### config.mk
export PLATFORM = sky130hd
export DESIGN_NAME = spi_stream
export DESIGN_NICKNAME = d
export VERILOG_FILES = /design/src/design/spi_stream_pkg.sv /design/src/design/sck_divider.sv /design/src/design/spi_master.sv /design/src/design/spi_stream.sv /design/src/design/word_fifo.sv
export SDC_FILE = /design/constraint.sdc
export NUM_CORES = 1
export LEC_CHECK = 0
export BUFFER_PORTS_ARGS = -buffer_cell sky130_fd_sc_hd__buf_2
export CORE_UTILIZATION = 50
export CTS_CLUSTER_DIAMETER = 150
export CTS_CLUSTER_SIZE = 28
export DETAILED_ROUTE_END_ITERATION = 8
export HOLD_SLACK_MARGIN = 0.08
export PLACE_DENSITY = 0.72
export SLEW_MARGIN = 20
export SYNTH_ARGS = -nofsm -noshare
export SYNTH_HDL_FRONTEND = slang
export SYNTH_SLANG_ARGS = --single-unit
### constraint.sdc
create_clock -name CLK50MHZ -period 4.7 [get_ports CLK50MHZ]
set_clock_uncertainty 0.15 [all_clocks]
set_input_delay 0.235 -clock CLK50MHZ [delete_from_list [all_inputs] [get_ports CLK50MHZ]]
set_output_delay 0.235 -clock CLK50MHZ [all_outputs]
set_load 0.01 [all_outputs]
### src/design/spi_stream_pkg.sv
package spi_stream_pkg;

	////////////////////
	// Sizes
	////////////////////

	// Bits per SPI transfer
	localparam int WORD_W = 32;

	// System clock cycles per SCK half period
	localparam int SCK_DIV = 6;

	// Transmit queue entries
	localparam int FIFO_DEPTH = 8;

	// Derived widths
	localparam int IDX_W   = $clog2(WORD_W + 1);
	localparam int PTR_W   = (FIFO_DEPTH > 1) ? $clog2(FIFO_DEPTH) : 1;
	localparam int LEVEL_W = $clog2(FIFO_DEPTH + 1);
	localparam int DIV_W   = (SCK_DIV > 1) ? $clog2(SCK_DIV) : 1;

	////////////////////
	// Types
	////////////////////

	// Transmit and receive word
	typedef logic [WORD_W-1:0]  spi_word_t;

	// Engine bit counter, 0 to WORD_W
	typedef logic [IDX_W-1:0]   bit_idx_t;

	// Queue pointer and fill level
	typedef logic [PTR_W-1:0]   fifo_ptr_t;
	typedef logic [LEVEL_W-1:0] fifo_level_t;

	// SCK divider counter
	typedef logic [DIV_W-1:0]   div_cnt_t;

	// Engine states
	typedef enum logic [1:0] {
		IDLE,
		SHIFT,
		DONE
	} spi_state_e;

	////////////////////
	// Terminal values
	////////////////////

	localparam div_cnt_t    DIV_LAST   = div_cnt_t'(SCK_DIV - 1);
	localparam fifo_ptr_t   PTR_LAST   = fifo_ptr_t'(FIFO_DEPTH - 1);
	localparam fifo_level_t LEVEL_FULL = fifo_level_t'(FIFO_DEPTH);
	localparam bit_idx_t    IDX_LAST   = bit_idx_t'(WORD_W);

endpackage

### src/design/sck_divider.sv
`timescale 1ns/1ps

module sck_divider import spi_stream_pkg::*; (
	input  logic CLK50MHZ,
	input  logic RST,
	// Held high by the engine for the whole transfer
	input  logic run,
	output logic sck_level,
	output logic tick
);

	div_cnt_t cnt;
	logic     started;
	logic     terminal;

	// Last cycle of a half period
	assign terminal = (cnt == DIV_LAST);

	////////////////////
	// Half period counter
	////////////////////

	always_ff @(posedge CLK50MHZ) begin
		if (RST || !run) begin
			cnt <= '0;
		end else if (terminal) begin
			cnt <= '0;
		end else begin
			cnt <= cnt + 1'b1;
		end
	end

	// First terminal count only marks the start of the frame
	always_ff @(posedge CLK50MHZ) begin
		if (RST || !run) begin
			started <= 1'b0;
		end else if (terminal) begin
			started <= 1'b1;
		end
	end

	////////////////////
	// SCK level and tick
	////////////////////

	// Level stays low for the first half period, so the first bit
	// gets a full half period of setup before the first rising edge
	always_ff @(posedge CLK50MHZ) begin
		if (RST || !run) begin
			sck_level <= 1'b0;
		end else if (terminal && started) begin
			sck_level <= ~sck_level;
		end
	end

	// Pulse at the start and on every high to low toggle
	always_ff @(posedge CLK50MHZ) begin
		if (RST || !run) begin
			tick <= 1'b0;
		end else if (terminal) begin
			tick <= !started || sck_level;
		end else begin
			tick <= 1'b0;
		end
	end

endmodule

### src/design/spi_master.sv
`timescale 1ns/1ps

module spi_master import spi_stream_pkg::*; (
	input  logic      CLK50MHZ,
	input  logic      RST,
	// Transmit queue
	input  spi_word_t head_data,
	input  logic      empty,
	output logic      pop,
	// SCK divider
	output logic      run,
	input  logic      sck_level,
	input  logic      tick,
	// SPI pins
	output logic      spi_sck,
	output logic      spi_cs,
	output logic      spi_mosi,
	input  logic      spi_miso,
	// Received word
	output spi_word_t rx_data,
	output logic      rx_valid
);

	spi_state_e state;
	spi_state_e state_next;
	spi_word_t  shreg;
	bit_idx_t   bit_idx;
	logic       load;
	logic       shift_tick;
	logic       last_tick;

	// Take the head word as soon as one is waiting
	assign load = (state == IDLE) && !empty;
	assign pop  = load;

	// Divider runs only while shifting
	assign run = (state == SHIFT);

	assign shift_tick = (state == SHIFT) && tick;

	// Tick after the last bit closes the frame
	assign last_tick = shift_tick && (bit_idx == IDX_LAST);

	////////////////////
	// State machine
	////////////////////

	always_comb begin
		state_next = state;
		case (state)
			IDLE:
				if (!empty) begin
					state_next = SHIFT;
				end
			SHIFT:
				if (last_tick) begin
					state_next = DONE;
				end
			DONE:
				state_next = IDLE;
			default:
				state_next = IDLE;
		endcase
	end

	always_ff @(posedge CLK50MHZ) begin
		if (RST) begin
			state <= IDLE;
		end else begin
			state <= state_next;
		end
	end

	////////////////////
	// Shift register and bit counter
	////////////////////

	// MSB leaves on MOSI, MISO enters at the bottom.
	// The first tick shifts in a dummy bit that the last tick pushes out
	always_ff @(posedge CLK50MHZ) begin
		if (load) begin
			shreg <= head_data;
		end else if (shift_tick) begin
			shreg <= {shreg[WORD_W-2:0], spi_miso};
		end
	end

	always_ff @(posedge CLK50MHZ) begin
		if (RST) begin
			bit_idx <= '0;
		end else if (load) begin
			bit_idx <= '0;
		end else if (shift_tick && !last_tick) begin
			bit_idx <= bit_idx + 1'b1;
		end
	end

	////////////////////
	// SPI pins
	////////////////////

	// New bit on each tick, SCK is low at that point
	always_ff @(posedge CLK50MHZ) begin
		if (RST) begin
			spi_mosi <= 1'b0;
		end else if (shift_tick) begin
			spi_mosi <= last_tick ? 1'b0 : shreg[WORD_W-1];
		end else if (state != SHIFT) begin
			spi_mosi <= 1'b0;
		end
	end

	// Low from the first tick, high again after the last bit
	always_ff @(posedge CLK50MHZ) begin
		if (RST) begin
			spi_cs <= 1'b1;
		end else if (shift_tick) begin
			spi_cs <= last_tick;
		end else if (state != SHIFT) begin
			spi_cs <= 1'b1;
		end
	end

	// Idle low SCK outside the frame
	assign spi_sck = spi_cs ? 1'b0 : sck_level;

	////////////////////
	// Receive output
	////////////////////

	always_ff @(posedge CLK50MHZ) begin
		if (state == DONE) begin
			rx_data <= shreg;
		end
	end

	// One pulse per transfer, lined up with the new rx_data
	always_ff @(posedge CLK50MHZ) begin
		if (RST) begin
			rx_valid <= 1'b0;
		end else begin
			rx_valid <= (state == DONE);
		end
	end

endmodule

### src/design/spi_stream.sv
`timescale 1ns/1ps

module spi_stream import spi_stream_pkg::*; (
	input  logic      CLK50MHZ,
	input  logic      RST,
	// Host write side
	input  spi_word_t tx_data,
	input  logic      tx_write,
	output logic      tx_full,
	// Host read side
	output spi_word_t rx_data,
	output logic      rx_valid,
	// SPI pins
	output logic      spi_sck,
	output logic      spi_cs,
	output logic      spi_mosi,
	input  logic      spi_miso
);

	// Queue to engine
	spi_word_t head_data;
	logic      fifo_empty;
	logic      fifo_pop;

	// Engine to divider
	logic      run;
	logic      sck_level;
	logic      tick;

	////////////////////
	// Serial clock
	////////////////////

	sck_divider i_sck_divider (
		.CLK50MHZ  (CLK50MHZ),
		.RST       (RST),
		.run       (run),
		.sck_level (sck_level),
		.tick      (tick)
	);

	////////////////////
	// Transmit queue
	////////////////////

	word_fifo i_word_fifo (
		.CLK50MHZ  (CLK50MHZ),
		.RST       (RST),
		.push      (tx_write),
		.push_data (tx_data),
		.pop       (fifo_pop),
		.head_data (head_data),
		.empty     (fifo_empty),
		.full      (tx_full)
	);

	////////////////////
	// SPI engine
	////////////////////

	spi_master i_spi_master (
		.CLK50MHZ  (CLK50MHZ),
		.RST       (RST),
		.head_data (head_data),
		.empty     (fifo_empty),
		.pop       (fifo_pop),
		.run       (run),
		.sck_level (sck_level),
		.tick      (tick),
		.spi_sck   (spi_sck),
		.spi_cs    (spi_cs),
		.spi_mosi  (spi_mosi),
		.spi_miso  (spi_miso),
		.rx_data   (rx_data),
		.rx_valid  (rx_valid)
	);

endmodule

### src/design/word_fifo.sv
`timescale 1ns/1ps

module word_fifo import spi_stream_pkg::*; (
	input  logic      CLK50MHZ,
	input  logic      RST,
	// Write side
	input  logic      push,
	input  spi_word_t push_data,
	// Read side, head shown ahead of the pop
	input  logic      pop,
	output spi_word_t head_data,
	// Status
	output logic      empty,
	output logic      full
);

	spi_word_t   mem [FIFO_DEPTH];
	fifo_ptr_t   wr_ptr;
	fifo_ptr_t   rd_ptr;
	fifo_level_t level;
	logic        do_push;
	logic        do_pop;

	// Pointer advance with wrap at the last entry
	function automatic fifo_ptr_t next_ptr(input fifo_ptr_t ptr);
		fifo_ptr_t nxt;
		if (ptr == PTR_LAST) begin
			nxt = '0;
		end else begin
			nxt = ptr + 1'b1;
		end
		return nxt;
	endfunction

	////////////////////
	// Status
	////////////////////

	assign empty = (level == '0);
	assign full  = (level == LEVEL_FULL);

	// Writes into a full queue are lost
	assign do_push = push && !full;
	assign do_pop  = pop && !empty;

	// Oldest word, valid whenever empty is low
	assign head_data = mem[rd_ptr];

	////////////////////
	// Storage
	////////////////////

	always_ff @(posedge CLK50MHZ) begin
		if (do_push) begin
			mem[wr_ptr] <= push_data;
		end
	end

	////////////////////
	// Pointers and level
	////////////////////

	always_ff @(posedge CLK50MHZ) begin
		if (RST) begin
			wr_ptr <= '0;
		end else if (do_push) begin
			wr_ptr <= next_ptr(wr_ptr);
		end
	end

	always_ff @(posedge CLK50MHZ) begin
		if (RST) begin
			rd_ptr <= '0;
		end else if (do_pop) begin
			rd_ptr <= next_ptr(rd_ptr);
		end
	end

	// Push and pop together leave the level alone
	always_ff @(posedge CLK50MHZ) begin
		if (RST) begin
			level <= '0;
		end else begin
			case ({do_push, do_pop})
				2'b10:   level <= level + 1'b1;
				2'b01:   level <= level - 1'b1;
				default: level <= level;
			endcase
		end
	end

endmodule

==> metrics.txt, run 1 <==
run status=completed; worst reg2reg path startpoint=i_word_fifo.level[3]; worst slew margin relative to its limit=28.6%; Post-Synthesis Cells=663; Syn Area/Cell=around 20 um^2; post-cts sizing count=0; data arrival time of the worst path=between 3 and 4 ns; peak supply drop=approximately 0.00027 V; area share of the largest cell type after synthesis=just over 70%; share of the clock period used by the worst path=between 60% and 70%; endpoint type of the worst setup path=flip-flop; number of remaining DRC errors=0; synthesis-stage register bit count=350; pin count of the biggest net entering global routing=about 70; Fill cells=between 1,500 and 2,000; first-pass GRT wire length=37.0 mm; overall die area=between 20,000 and 30,000 um^2; number of hold-slack violations in the final timing report=0; number of cells in the design after placement=approximately 1,100; number of violations of the max-capacitance limit=0; Yosys cell types=40; total negative slack for setup checks=0 ns; worst reg2reg setup slack=~1.8 ns; number of buffers inserted during clock tree synthesis=16; floorplan die width=between 150 and 200 um; max-slew violation count=0; library cell with the highest instance count after synthesis=sky130_fd_sc_hd__edfxtp_1; Reg2Reg Capture Point=i_word_fifo.level[2]; clock tree from TritonCTS=done; Slowest cell on crit path=sky130_fd_sc_hd__ha_1; maximum net fanout on the critical path=10; path type of the worst min-delay path=primary input to flip-flop; most frequently used flop master after synthesis=sky130_fd_sc_hd__edfxtp_1; unrepaired setup endpoints after global routing=false; fraction of met1 tracks used by global routing=around 25%; warnings from Yosys=0; standard cell core area=between 20,000 and 30,000 um^2; number of vias in the routed layout=approximately 6,300; Total Nets Final=approximately 820; initial antenna violation count=0; maximum level of the CTS H-tree=1; I/O pin total=73; RD Place Congestion=roughly 0.75; ys async rst share=0%; Chip Height=165 um; std cell rows=between 50 and 60; Clk Latency, worst-skew pair=approximately 0.50 ns; busiest grt layer=met2; Setup-failing EPs final=0; largest area contributor in the synthesized netlist=sky130_fd_sc_hd__edfxtp_1; sequential-to-total area share from yosys stat=77.3%; maximum clock frequency=0.350 GHz; cells traversed along the worst timing path=nor4_1, or3_2, clkinv_1, ha_1, xor2_1, ha_1, a21oi_1, xor2_1, or3_1, a21oi_1; total detailed-routing wirelength=approximately 24 mm; starting density of the core=about half; critical path type=flip-flop to flip-flop; met3 layer usage reported by global route=approximately 2.2%; average wire length per cell after detail routing=approximately 22 um; Detailed Place HPWL=around 14 mm; capture point of the critical path=i_word_fifo.level[2]; area growth from synthesis to layout=12.2%; slew at the pin closest to its max-slew limit=1.07 ns; post-detailed-route count of antenna-violating nets=0; CP required=4.99 ns; buffer count from post-CTS setup fixing=0; Crit path largest cell delay=0.38 ns; layout cells sized above 1=between 20% and 30%; Syn Std Cell Area=around 13,000 um^2; Hold Worst Slack=between 0.2 and 0.25 ns; Non-Filler Instances=1,114; sum of overflow across all layers after global routing=0; worst reg-to-reg path cell count=10; vias in the first global route=about 6,500; dominant cells by area after synthesis=sky130_fd_sc_hd__edfxtp_1, sky130_fd_sc_hd__mux4_2, sky130_fd_sc_hd__dfxtp_1, sky130_fd_sc_hd__mux2i_1, sky130_fd_sc_hd__o21ai_0; root buffer cell=sky130_fd_sc_hd__clkbuf_16; routed vias/inst=between 5 and 6; type of element launching the critical path=flip-flop; Final min period=about 2.9 ns; leakage power figure=~4.7 nW; Antenna Cells=0; global router's overall resource usage=18.4%; power per cell area=469 nW/um^2; number of detailed-route iterations in the first pass=5; initial drt markers=501; origin of the worst setup path=i_word_fifo.level[3]; number of nets in the synthesized netlist=710; Clock Tree Buf Depth=3; CTS sink count=350; met2 Usage GRT=31.3%; number of flops mapped to enable cells by yosys=320; count of input and output buffers=72; Clock transition at path regs=roughly 0.11 ns; top cells by count, synth=sky130_fd_sc_hd__edfxtp_1, sky130_fd_sc_hd__mux4_2, sky130_fd_sc_hd__nand2_1, sky130_fd_sc_hd__mux2i_1, sky130_fd_sc_hd__o21ai_0
-- layer usage --
layer	wire (um)	share of wire (%)
met5	0	0
met3	1370	5.6
met4	355	1.5
met2	12300	51
met1	10200	42
-- timing repair --
item	in CTS	in global routing
endpoints found under the hold margin	276	0
hold buffers	34	0
endpoints found under the setup margin	0	0
-- worst min path at each step --
stage | slack (ns) | startpoint | end | cells past startpoint
finish | 0.24 | tx_write | i_word_fifo.wr_ptr[1] | 4
global route | 0.24 | tx_write | i_word_fifo.wr_ptr[1] | 4
CTS | 0.21 | tx_write | i_word_fifo.wr_ptr[0] | 4
detailed placement | 0.29 | i_spi_master.shreg[11] | i_spi_master.rx_data[11] | 0
global placement | 0.28 | i_spi_master.shreg[10] | i_spi_master.rx_data[10] | 0
floorplan | 0.18 | tx_data[0] | i_word_fifo.mem[0][0] | 0
-- stage by stage --
stage | power, mW | worst slack, ns | utilization (%) | cell area (um^2)
floorplan | 5.05 | 0.130 | - | 13200
global placement | 5.35 | 1.95 | 53.8 | 14000
detailed placement | 5.42 | 1.88 | 53.8 | 14000
CTS | 7.01 | 1.83 | 56.9 | 14800
global route | 7.27 | 1.60 | 57.0 | 14800
finish | 6.94 | 1.84 | 57.0 | 14800
-- critical path: cells and delay by family, from the launching register on --
family	cells	cell delay [ns]
simple gates	3	0.87
flops	1	0.36
xor+xnor	2	0.27
compound gates	2	0.30
fa+ha+maj	2	0.59
buf+inv	1	0.26
-- registers in the layout, summed over array words and instances (netlist names), named ones only --
name and count:
i_spi_master.rx_valid 1, i_sck_divider.cnt 3, i_word_fifo.wr_ptr 3, i_word_fifo.level 4
i_spi_master.spi_mosi 1, i_spi_master.rx_data 32, i_sck_divider.tick 1, i_word_fifo.mem 256
i_sck_divider.started 1, i_spi_master.bit_idx 6, i_spi_master.shreg 32, i_sck_divider.sck_level 1
i_spi_master.state 2, i_word_fifo.rd_ptr 3, i_spi_master.spi_cs 1
-- cell type report --
class                           count  area (um^2)  share of cell area, %
Clock buffer                       27          463                   3.13
Clock inverter                      1         16.3                  0.110
Inverter                            5         18.8                  0.127
Multi-Input combinational cell    276         2860                   19.3
Sequential cell                   350        10200                   69.0
Tap cell                          335          419                   2.83
Timing Repair Buffer              120          826                   5.57
-- where the power goes --
part	internal [mW]	switching, mW	leakage (nW)
sequential	3.85	0.274	3.16
combinational	0.572	0.659	1.33
clock	0.694	0.891	0.229
total	5.12	1.82	4.72
-- placed cells by master (no fill, tap or decap), types with 3 or more instances in the layout --
master,instances
sky130_fd_sc_hd__a21oi_1,13
sky130_fd_sc_hd__buf_2,72
sky130_fd_sc_hd__buf_4,13
sky130_fd_sc_hd__clkbuf_1,10
sky130_fd_sc_hd__clkbuf_16,17
sky130_fd_sc_hd__dfxtp_1,27
sky130_fd_sc_hd__dlygate4sd3_1,34
sky130_fd_sc_hd__edfxtp_1,320
sky130_fd_sc_hd__ha_1,11
sky130_fd_sc_hd__inv_1,4
sky130_fd_sc_hd__mux2i_1,35
sky130_fd_sc_hd__mux4_2,64
sky130_fd_sc_hd__nand2_1,44
sky130_fd_sc_hd__nand2b_1,4
sky130_fd_sc_hd__nand3_1,4
sky130_fd_sc_hd__nor2_1,11
sky130_fd_sc_hd__nor2_4,3
sky130_fd_sc_hd__nor2b_1,4
sky130_fd_sc_hd__nor3_1,9
sky130_fd_sc_hd__nor3_2,5
sky130_fd_sc_hd__o21ai_0,35
sky130_fd_sc_hd__or3_1,3
sky130_fd_sc_hd__xor2_1,7
-- logic make-up after synthesis --
| logic type | after synthesis | share of synthesized area (%) |
|---|---|---|
| AND/OR/NAND/NOR | 106 | 3.98 |
| flip-flops | 350 | 77.3 |
| adder cells (fa/ha/maj) | 11 | 1.04 |
| XOR/XNOR | 8 | 0.531 |
| buffers and inverters | 37 | 1.49 |
| multiplexers | 99 | 13.6 |
| AO/OA/AOI/OAI | 52 | 2.07 |
No activity file was read; power rests on OpenSTA's default activity.
==> inputs of run 2 (changes only) <==
==> constraint.sdc (replaced) <==
create_clock -name CLK50MHZ -period 2.6 [get_ports CLK50MHZ]
set_clock_uncertainty 0.15 [all_clocks]
set_input_delay 0.13 -clock CLK50MHZ [delete_from_list [all_inputs] [get_ports CLK50MHZ]]
set_output_delay 0.13 -clock CLK50MHZ [all_outputs]
set_load 0.01 [all_outputs]
==> run 2 against run 1 <==
Worst setup slack got worse by 1.7 ns. Via count increased by 0.47%. Sequential power grew 76%. Largest power group unchanged. Non-clock buffer count is 17 higher. Die area did not move. Clock power grew 78%. Sequential cell count unchanged. Cell area increased by 1.4%.
==> metrics.txt, run 2 (synthesis results as in run 1) <==
count of input and output buffers=72; I/O pin total=73; number of buffers inserted during clock tree synthesis=16; overall die area=about 27,000 um^2; critical path type=flip-flop to flip-flop; leakage power figure=slightly below 5 nW; type of element launching the critical path=flip-flop; Total Nets Final=833; layout cells sized above 1=26.1%; number of detailed-route iterations in the first pass=4; path type of the worst min-delay path=primary input to flip-flop; Min-Delay Startpoint=tx_write; average wire length per cell after detail routing=21.2 um; share of the clock period used by the worst path=a little over nine tenths; number of flip-flops under the largest register name=256; Final min period=2.49 ns; initial antenna violation count=1; total detailed-routing wirelength=about 24 mm; worst path buffer plus inverter count=1; cells traversed along the worst timing path=nor4_1, or3_2, clkinv_1, ha_1, nor4bb_1, o21ai_0, a211o_1, nand2_1; total chip power=about 13 mW; number of vias in the routed layout=roughly 6,400; number of remaining DRC errors=0; most used cells in the layout excluding fill and tap cells=sky130_fd_sc_hd__edfxtp_1, sky130_fd_sc_hd__buf_2, sky130_fd_sc_hd__mux4_2; busiest grt layer=met2; Clock Tree Buf Depth=3; Most flops, register=i_word_fifo.mem; global router's overall resource usage=roughly 19%; RD Place Congestion=approximately 0.75; buffer count from post-CTS setup fixing=0; std cell rows=59; most frequent standard cell in the layout excluding fill and tap cells=sky130_fd_sc_hd__edfxtp_1; vias in the first global route=6,728; Detailed Place HPWL=~15 mm; run status=completed; starting density of the core=50.8%; first-pass GRT wire length=between 30 and 40 mm; CP delay by family, top=simple AND/OR/NAND/NOR gates; maximum level of the CTS H-tree=1; worst reg2reg path startpoint=i_word_fifo.level[0]; fraction of met1 tracks used by global routing=24.3%; routed vias/inst=around 5.6; number of violations of the max-capacitance limit=0; endpoint type of the worst setup path=flip-flop; standard cell core area=between 20,000 and 30,000 um^2; Largest regs=i_word_fifo.mem x256, i_spi_master.rx_data x32, i_spi_master.shreg x32; pin count of the biggest net entering global routing=71; Clock transition at path regs=between 0.1 and 0.15 ns; area growth from synthesis to layout=13.8%; Setup-failing EPs final=0; met3 layer usage reported by global route=approximately 2.5%; Crit path largest cell delay=between 0.4 and 0.5 ns; peak supply drop=0.000573 V; number of hold-slack violations in the final timing report=0; CTS sink count=350; initial drt markers=~480; origin of the worst setup path=i_word_fifo.level[0]; maximum clock frequency=0.402 GHz; data arrival time of the worst path=about 2.8 ns; root buffer cell=sky130_fd_sc_hd__clkbuf_16; floorplan die width=about 160 um; maximum net fanout on the critical path=7; clock tree from TritonCTS=done; post-detailed-route count of antenna-violating nets=0; power per cell area=approximately 840 nW/um^2; Clk Latency, worst-skew pair=~0.5 ns; Slowest cell on crit path=sky130_fd_sc_hd__ha_1; Hold Worst Slack=about 0.24 ns; max-slew violation count=0; sum of overflow across all layers after global routing=0; met2 Usage GRT=32.7%; CP required=approximately 2.9 ns; Chip Height=roughly 160 um; slew at the pin closest to its max-slew limit=about 0.66 ns; worst slew margin relative to its limit=between 50% and 60%
[run 2: changes by cell type in the layout (fill, tap and decap cells not counted), sizes merged]
cell and change:
diode +1, buf +17
[run 2: metal layers]
metal,vias to the layer above,wire length [um]
met1,3295,10000
li1,2892,-
met2,151,12400
met3,33,1100
met5,-,0
met4,0,500
[run 2: report_power, final]
part,total (mW),leakage [nW],internal (mW),switching [mW]
clock,2.83,0.229,1.25,1.58
combinational,2.52,1.42,1.14,1.38
sequential,7.28,3.17,6.97,0.315
total,12.6,4.81,9.35,3.28
[run 2: timing repair]
item,CTS,global route
endpoints found under the hold margin,279,0
gates resized for setup,0,7
hold buffers,34,0
endpoints found under the setup margin,0,2
[run 2: tightest hold or removal path, stage by stage]
cell,delay [ns]
sky130_fd_sc_hd__buf_2,0.13
sky130_fd_sc_hd__a21bo_2,0.26
sky130_fd_sc_hd__buf_4,0.20
sky130_fd_sc_hd__nand2_1,0.08
sky130_fd_sc_hd__a21oi_1,0.06
[run 2: area by class of cell]
cell class	instances	area (um^2)
fill	1913	11000
inverter	5	18.8
sequential	350	10200
multi-input combinational	276	2900
tap	335	419
antenna	1	2.50
clock inverter	1	16.3
clock buffer	27	463
timing repair buffer	137	983
[run 2: per-stage QoR]
step | utilization (%) | setup TNS [ns] | setup WS [ns] | instance area (um^2) | std cells
floorplan | - | -44.19 | -0.268 | 13200 | 663
global placement | 54.6 | 0 | 0.188 | 14200 | 1069
detailed placement | 54.6 | 0 | 0.0529 | 14200 | 1069
CTS | 57.7 | 0 | 0.0244 | 15000 | 1131
global route | 57.8 | -0.00541 | -0.00541 | 15000 | 1132
finish | 57.8 | 0 | 0.111 | 15000 | 1132
[run 2: path summary, 6_finish.rpt]
check	slack (ns)	depth (start not counted)	to
min	0.24	5	i_word_fifo.wr_ptr[0]
max	0.11	8	i_word_fifo.level[3]
min reg2reg	0.31	0	i_spi_master.rx_data[18]
max reg2reg	0.11	8	i_word_fifo.level[3]
